### src/dcache_pkg.sv
//##########################################################################
// data cache shared definitions
// geometry constants, the address union that is decoded into lookup fields,
// and the datapath, memory bus and array update structs
//##########################################################################
`default_nettype none

package dcache_pkg;

    localparam int WORD_W = 32;
    localparam int N_SETS = 8;
    localparam int N_WAYS = 2;
    localparam int TAG_W  = 26;
    localparam int IDX_W  = 3;

    typedef logic [WORD_W-1:0] word_t;

    typedef struct packed {
        logic [TAG_W-1:0] tag;
        logic [IDX_W-1:0] idx;
        logic             blk_off;  // selects the word within the block
        logic [1:0]       byte_off;
    } daddr_fields_t;

    // the same address goes out flat to memory and split up for lookup
    typedef union packed {
        word_t         raw;
        daddr_fields_t fields;
    } daddr_u;

    typedef struct packed {
        logic   ren;
        logic   wen;
        daddr_u addr;
        word_t  wdata;
    } dp_req_t;

    typedef struct packed {
        logic  hit;
        word_t rdata;
    } dp_rsp_t;

    typedef struct packed {
        logic  ren;
        logic  wen;
        word_t addr;
        word_t wdata;
    } mem_req_t;

    typedef struct packed {
        logic  fill_en;
        logic  fill_word;  // word of the block being loaded
        word_t fill_data;
        logic  wb_done;    // second write-back word accepted by memory
        logic  way;
    } array_cmd_t;

endpackage

`default_nettype wire
### src/dcache.sv
//##########################################################################
// data cache top level
// 2-way, 8-set write-back cache with 2-word blocks, joins the tag array,
// data array and miss controller
//##########################################################################
`timescale 1ns/1ns
`default_nettype none

module dcache (
    input  logic                 CLK,
    input  logic                 nRST,
    input  dcache_pkg::dp_req_t  dp_req,
    output dcache_pkg::dp_rsp_t  dp_rsp,
    output dcache_pkg::mem_req_t mem,
    input  logic                 mem_wait,
    input  dcache_pkg::word_t    mem_load
);

    logic                         hit;
    logic                         hit_way;
    logic                         victim_way;
    logic                         victim_dirty;
    logic [dcache_pkg::TAG_W-1:0] victim_tag;
    dcache_pkg::word_t            rdata;
    dcache_pkg::word_t            victim_word0;
    dcache_pkg::word_t            victim_word1;
    dcache_pkg::array_cmd_t       cmd;

    assign dp_rsp = '{hit: hit, rdata: rdata};  // hit doubles as the datapath ready

    dcache_tag_array tag_array_i (
        .CLK          (CLK),
        .nRST         (nRST),
        .req          (dp_req),
        .cmd          (cmd),
        .hit          (hit),
        .hit_way      (hit_way),
        .victim_way   (victim_way),
        .victim_dirty (victim_dirty),
        .victim_tag   (victim_tag)
    );

    dcache_data_array data_array_i (
        .CLK          (CLK),
        .nRST         (nRST),
        .req          (dp_req),
        .hit          (hit),
        .hit_way      (hit_way),
        .cmd          (cmd),
        .rdata        (rdata),
        .victim_word0 (victim_word0),
        .victim_word1 (victim_word1)
    );

    dcache_miss_ctrl miss_ctrl_i (
        .CLK          (CLK),
        .nRST         (nRST),
        .req          (dp_req),
        .hit          (hit),
        .victim_way   (victim_way),
        .victim_dirty (victim_dirty),
        .victim_tag   (victim_tag),
        .victim_word0 (victim_word0),
        .victim_word1 (victim_word1),
        .mem_wait     (mem_wait),
        .mem_load     (mem_load),
        .mem          (mem),
        .cmd          (cmd)
    );

endmodule

`default_nettype wire

### src/dcache_miss_ctrl.sv
//##########################################################################
// data cache miss controller
// FSM for victim write-back and block fill, memory bus requests and the
// update commands for the tag and data arrays
//##########################################################################
`timescale 1ns/1ns
`default_nettype none

module dcache_miss_ctrl (
    input  logic                         CLK,
    input  logic                         nRST,
    input  dcache_pkg::dp_req_t          req,
    input  logic                         hit,
    input  logic                         victim_way,
    input  logic                         victim_dirty,
    input  logic [dcache_pkg::TAG_W-1:0] victim_tag,
    input  dcache_pkg::word_t            victim_word0,
    input  dcache_pkg::word_t            victim_word1,
    input  logic                         mem_wait,
    input  dcache_pkg::word_t            mem_load,
    output dcache_pkg::mem_req_t         mem,
    output dcache_pkg::array_cmd_t       cmd
);

    typedef enum logic [2:0] {IDLE, WB1, WB2, FILL1, FILL2} state_t;

    state_t             state;
    state_t             next_state;
    logic               way_q;     // victim way held for the whole miss
    logic               miss;
    logic               word_sel;
    dcache_pkg::daddr_u wb_addr;
    dcache_pkg::daddr_u fill_addr;

    assign miss     = (req.ren | req.wen) && !hit;
    assign word_sel = (state == WB2) || (state == FILL2);

    always_ff @(posedge CLK or negedge nRST) begin
        if (!nRST) begin
            state <= IDLE;
            way_q <= 1'b0;
        end else begin
            state <= next_state;
            if (state == IDLE && miss) begin
                way_q <= victim_way;
            end
        end
    end

    always_comb begin
        next_state = state;
        case (state)
            IDLE: begin
                if (miss) begin
                    next_state = victim_dirty ? WB1 : FILL1;  // clean victims skip write-back
                end
            end
            WB1: begin
                if (!mem_wait) begin
                    next_state = WB2;
                end
            end
            WB2: begin
                if (!mem_wait) begin
                    next_state = FILL1;
                end
            end
            FILL1: begin
                if (!mem_wait) begin
                    next_state = FILL2;
                end
            end
            FILL2: begin
                if (!mem_wait) begin
                    next_state = IDLE;
                end
            end
            default: begin
                next_state = IDLE;
            end
        endcase
    end

    always_comb begin
        wb_addr.fields   = '{tag: victim_tag, idx: req.addr.fields.idx,
                             blk_off: word_sel, byte_off: 2'b00};
        fill_addr.fields = '{tag: req.addr.fields.tag, idx: req.addr.fields.idx,
                             blk_off: word_sel, byte_off: 2'b00};
    end

    // the way selects the victim words and tag, so it must not depend on them
    always_comb begin
        cmd.way       = (state == IDLE) ? victim_way : way_q;
        cmd.wb_done   = (state == WB2) && !mem_wait;
        cmd.fill_en   = ((state == FILL1) || (state == FILL2)) && !mem_wait;
        cmd.fill_word = word_sel;
        cmd.fill_data = mem_load;
    end

    // the request depends only on state and held inputs, so it stays put while mem_wait is high
    always_comb begin
        mem = '0;
        case (state)
            WB1, WB2: begin
                mem.wen   = 1'b1;
                mem.addr  = wb_addr.raw;
                mem.wdata = word_sel ? victim_word1 : victim_word0;
            end
            FILL1, FILL2: begin
                mem.ren  = 1'b1;
                mem.addr = fill_addr.raw;
            end
            default: begin
                mem = '0;
            end
        endcase
    end

endmodule

`default_nettype wire

### src/dcache_data_array.sv
//##########################################################################
// data cache word store
// two words per way per set, hit read mux, write hit and fill write port,
// victim words for write-back
//##########################################################################
`timescale 1ns/1ns
`default_nettype none

module dcache_data_array (
    input  logic                   CLK,
    input  logic                   nRST,
    input  dcache_pkg::dp_req_t    req,
    input  logic                   hit,
    input  logic                   hit_way,
    input  dcache_pkg::array_cmd_t cmd,
    output dcache_pkg::word_t      rdata,
    output dcache_pkg::word_t      victim_word0,
    output dcache_pkg::word_t      victim_word1
);

    dcache_pkg::word_t data [dcache_pkg::N_SETS][dcache_pkg::N_WAYS][2];

    logic [dcache_pkg::IDX_W-1:0] idx;
    logic                         blk_off;

    assign idx     = req.addr.fields.idx;
    assign blk_off = req.addr.fields.blk_off;

    assign rdata        = data[idx][hit_way][blk_off];
    assign victim_word0 = data[idx][cmd.way][0];  // way latched by the controller during a miss
    assign victim_word1 = data[idx][cmd.way][1];

    always_ff @(posedge CLK or negedge nRST) begin
        if (!nRST) begin
            for (int s = 0; s < dcache_pkg::N_SETS; s++) begin
                for (int w = 0; w < dcache_pkg::N_WAYS; w++) begin
                    data[s][w][0] <= '0;
                    data[s][w][1] <= '0;
                end
            end
        end else begin
            if (hit && req.wen) begin
                data[idx][hit_way][blk_off] <= req.wdata;
            end
            if (cmd.fill_en) begin
                data[idx][cmd.way][cmd.fill_word] <= cmd.fill_data;
            end
        end
    end

endmodule

`default_nettype wire

### src/dcache_tag_array.sv
//##########################################################################
// data cache tag store
// per-set tags, valid, dirty and LRU bits, tag compare for hit and hit way,
// victim selection for the miss controller
//##########################################################################
`timescale 1ns/1ns
`default_nettype none

module dcache_tag_array (
    input  logic                         CLK,
    input  logic                         nRST,
    input  dcache_pkg::dp_req_t          req,
    input  dcache_pkg::array_cmd_t       cmd,
    output logic                         hit,
    output logic                         hit_way,
    output logic                         victim_way,
    output logic                         victim_dirty,
    output logic [dcache_pkg::TAG_W-1:0] victim_tag
);

    logic [dcache_pkg::TAG_W-1:0]  tags  [dcache_pkg::N_SETS][dcache_pkg::N_WAYS];
    logic [dcache_pkg::N_WAYS-1:0] valid [dcache_pkg::N_SETS];
    logic [dcache_pkg::N_WAYS-1:0] dirty [dcache_pkg::N_SETS];
    logic [dcache_pkg::N_SETS-1:0] lru;  // way to replace next in each set

    logic [dcache_pkg::IDX_W-1:0]  idx;
    logic [dcache_pkg::TAG_W-1:0]  tag;
    logic [dcache_pkg::N_WAYS-1:0] match;
    logic                          access;

    assign idx    = req.addr.fields.idx;
    assign tag    = req.addr.fields.tag;
    assign access = req.ren | req.wen;  // an idle request never hits or misses

    always_comb begin
        for (int w = 0; w < dcache_pkg::N_WAYS; w++) begin
            match[w] = valid[idx][w] && (tags[idx][w] == tag);
        end
    end

    assign hit     = access && (|match);
    assign hit_way = match[1];

    assign victim_way   = lru[idx];
    assign victim_dirty = valid[idx][victim_way] && dirty[idx][victim_way];
    assign victim_tag   = tags[idx][cmd.way];  // follows the way held by the controller

    always_ff @(posedge CLK or negedge nRST) begin
        if (!nRST) begin
            for (int s = 0; s < dcache_pkg::N_SETS; s++) begin
                valid[s] <= '0;
                dirty[s] <= '0;
            end
            lru <= '0;  // way 0 goes first
        end else begin
            if (hit) begin
                lru[idx] <= ~hit_way;
                if (req.wen) begin
                    dirty[idx][hit_way] <= 1'b1;
                end
            end
            if (cmd.fill_en) begin
                // the block is invalid between its two fill words
                valid[idx][cmd.way] <= cmd.fill_word;
                if (cmd.fill_word) begin
                    dirty[idx][cmd.way] <= 1'b0;
                end
            end
            if (cmd.wb_done) begin
                dirty[idx][cmd.way] <= 1'b0;
            end
        end
    end

    always_ff @(posedge CLK) begin
        if (cmd.fill_en && cmd.fill_word) begin
            tags[idx][cmd.way] <= tag;  // new tag goes in with the last word
        end
    end

endmodule

`default_nettype wire

### config.mk
export PLATFORM = sky130hd
export DESIGN_NAME = dcache
export DESIGN_NICKNAME = d
export VERILOG_FILES = /design/src/dcache_pkg.sv /design/src/dcache.sv /design/src/dcache_miss_ctrl.sv /design/src/dcache_data_array.sv /design/src/dcache_tag_array.sv
export SDC_FILE = /design/constraint.sdc
export NUM_CORES = 2
export LEC_CHECK = 0
export BUFFER_PORTS_ARGS = -buffer_cell sky130_fd_sc_hd__buf_2
export CORE_MARGIN = 4
export CORE_UTILIZATION = 63
export CTS_BUF_LIST = sky130_fd_sc_hd__clkbuf_8 sky130_fd_sc_hd__clkbuf_16
export CTS_CLUSTER_DIAMETER = 60
export DETAILED_ROUTE_END_ITERATION = 7
export PLACE_DENSITY = 0.8
export SLEW_MARGIN = 20
export SYNTH_ARGS = -nofsm -noshare
export SYNTH_HDL_FRONTEND = slang
export SYNTH_HIERARCHICAL = 1
export SYNTH_SLANG_ARGS = --single-unit
### constraint.sdc
create_clock -name CLK -period 5.4 [get_ports CLK]
set_clock_uncertainty 0.15 [all_clocks]
set_input_delay 0.54 -clock CLK [delete_from_list [all_inputs] [get_ports CLK]]
set_output_delay 0.54 -clock CLK [all_outputs]
set_load 0.02 [all_outputs]
==> results_dict.tcl <==
set metrics [dict create \
    grt_pass1_wl_um 377000 \
    io_pins 200 \
    crit_type "reg -> out" \
    root_buffer "clkbuf_16" \
    nets 7237 \
    drv_cap 0 \
    die_y_um 360 \
    period_share_pct 98.8 \
    clk_latency_ns 0.81 \
    fin_tns_setup_ns 0 \
    grt_pass1_vias 60400 \
    synthCells 7244 \
    ant_nets 0 \
    start_util_pct 63.7 \
    overflow 0 \
    synth_flop_cell "dfrtp_1" \
    placed_area_mm2 0.0813 \
    fin_crit_ns 5.33 \
    grt_max_degree 145 \
    path_clk_slew_ns 0.06 \
    synth_most_common_cell "mux2i_1" \
    setup_viol 0 \
    routed_wl_um 253000 \
    hold_violations 0 \
    peakVddDrop_mv 0.427 \
    grt_usage_pct 38.1 \
    drv_slew 0 \
    post-synth-top-area-fraction_pct 34.3 \
    via_per_inst 6.81 \
    cp-end-kind "output pin" \
    cts_inserted_buffers 156 \
    initialDrtViolationCount 8861 \
    antenna_found_initial 23 \
    rsz0062_at_grt "false" \
    cp_max_fo 16 \
    ys_types 74 \
    htree_num_levels 4 \
    worst_pin_slew_ns 1.14 \
    post_cts_buffers 0 \
    hp-class "in -> reg" \
    io_buffer_count 195 \
    cp.arrival_ns 4.64 \
    die_w_um 360 \
    wire_per_inst_um 28.4 \
    drc 0 \
    clock_sinks 1484 \
    clockBufferDepth 3 \
    dp_hpwl_um 146000 \
    dr.pass1.iters 7 \
    syn_to_final_growth_pct 11.4 \
    pre_cts_slack_ns 0.119 \
    ff2ff_setup_slack_ns 0.63 \
    dieArea_mm2 0.129 \
    synthTopCellsByCount "1697 x mux2i_1, 1068 x dfrtp_1, 716 x nand2_1" \
    p_leak_nw 39.6 \
    yosys.area.top_type "dfrtp_1" \
    core_region_area_mm2 0.122 \
    placementRows 128 \
    dp.cells 8579 \
    cts_tree "done" \
    final_cell_area_mm2 0.0868 \
    setup.worst_path.start_class "register" \
    vias 60600 \
    synth.area.top_cells "dfrtp_1 34%, mux2i_1 22%, edfxtp_1 16%" \
    max_clock_freq_mhz 188 \
    worstPathRequired_ns 4.71 \
    stdcell_count 8897 \
    syn-mean-instance-area_um2 10.8 \
    yosysWarnings 6 \
    maxSlewHeadroom_pct 23.7 \
    p_per_area_mw_per_mm2 368 \
    drive_above_1_share_pct 13.2 \
    synth-async-reset-ratio_pct 72.0 \
    synth.ff_latch_count 1484 \
    place_congestion 0.935 \
    netlist_area_mm2 0.0779 \
    setup_slack_ns 0.0671 \
    ys_seq_area_share_pct 50.3 \
    status "finished clean" \
    synth_edf_count 416 \
]
-- worst paths after layout --
| path | startpoint | end | cells after the start |
|---|---|---|---|
| worst max-delay path | tag_array_i/tags[4][25] | dp_rsp[31] | 13 |
| worst min-delay path | dp_req[39] | tag_array_i/tags[0][1] | 1 |
| worst max register to register | tag_array_i/tags[5][37] | data_array_i/data[308] | 14 |
| worst min register to register | tag_array_i/valid[1] | tag_array_i/valid[1] | 1 |
| max in group asynchronous | nRST | data_array_i/data[441] | 3 |
| min in group asynchronous | nRST | data_array_i/data[676] | 2 |
-- stage by stage --
step	hold slack (ns)	total power [mW]	utilization (%)
after floorplan	0.0944	18.5	-
after global placement	0.335	20.7	66.4
after detailed placement	0.346	21.0	66.4
after CTS	0.000846	31.7	70.9
after global routing	0.0237	33.0	70.9
final	0.0320	31.9	70.9
-- critical path, cell delays in order, from the launching register on --
cell	delay (ns)
edfxtp_1	0.39
mux4_2	0.50
mux2i_2	0.27
xnor2_1	0.23
nor4_1	0.35
nand4b_1	0.18
and4b_1	0.26
and4_2	0.27
buf_6	0.18
nand2b_4	0.20
buf_12	0.23
o22ai_1	0.13
or2_2	0.41
buf_2	0.20
-- cells in the final DEF, fill, tap and decap left out, types with 11 or more instances in the layout --
cell / n
a21oi_1: 554
a22o_1: 27
a22oi_1: 295
a31oi_1: 19
buf_12: 92
buf_2: 191
buf_4: 171
clkbuf_16: 159
clkbuf_8: 26
clkinv_2: 22
dfrtp_1: 1065
diode_2: 11
dlygate4sd3_1: 23
edfxtp_1: 416
inv_1: 85
mux2_2: 27
mux2i_1: 1696
mux4_2: 54
nand2_1: 700
nand2_4: 12
nand2b_1: 11
nand3_1: 11
nand3_4: 18
nand4bb_1: 30
nor2_1: 561
nor2_4: 34
nor3_1: 16
nor3_4: 12
nor4_1: 12
o21a_1: 19
o21ai_0: 559
o22ai_1: 81
o41ai_2: 30
or2_2: 42
xnor2_1: 27
xor2_1: 13
-- report_power, final --
group / internal (mW) / switching [mW] / leakage (nW)
sequential: 13.0 / 0.836 / 18.2
clock: 6.16 / 4.68 / 2.71
combinational: 2.65 / 4.54 / 18.7
total: 21.9 / 10.1 / 39.6
-- kinds of logic after synthesis --
group	after synthesis	share of synthesized area, %
XOR/XNOR	42	0.496
AND/OR/NAND/NOR	1526	8.47
AO/OA/AOI/OAI	1615	12.2
buffers and inverters	796	4.67
multiplexers	1780	23.8
other	1	0.00481
flip-flops	1484	50.3
-- flip-flops by register name, summed over array words and instances, names as in the netlist --
signal / cells
tag_array_i/lru: 8
data_array_i/data: 1024
tag_array_i/dirty: 16
tag_array_i/tags: 416
miss_ctrl_i/state: 3
miss_ctrl_i/way_q: 1
tag_array_i/valid: 16
-- final cells by class --
class,count,area [um^2]
antenna,11,27.5
clock buffer,184,4310
clock inverter,99,897
fill,8337,35600
inverter,46,173
multi-input combinational,4965,35700
sequential,1484,39200
tap,1625,2030
timing repair buffer,483,4400
-- metal layers --
metal / part of all wire [%] / vias up / global-route usage [%]
li1: - / 25800 / -
met1: 36 / 29600 / 49.6
met2: 44 / 4115 / 57.4
met3: 12 / 1047 / 10.3
met4: 7.2 / 14 / 23.4
met5: 0.036 / - / 0
-- timing repair --
item | in CTS | in global routing
endpoints found under the setup margin | 0 | 32
endpoints found under the hold margin | 358 | 0
hold buffers | 23 | 0
gates resized for setup | 0 | 5
No activity file was read; power rests on OpenSTA's default activity.
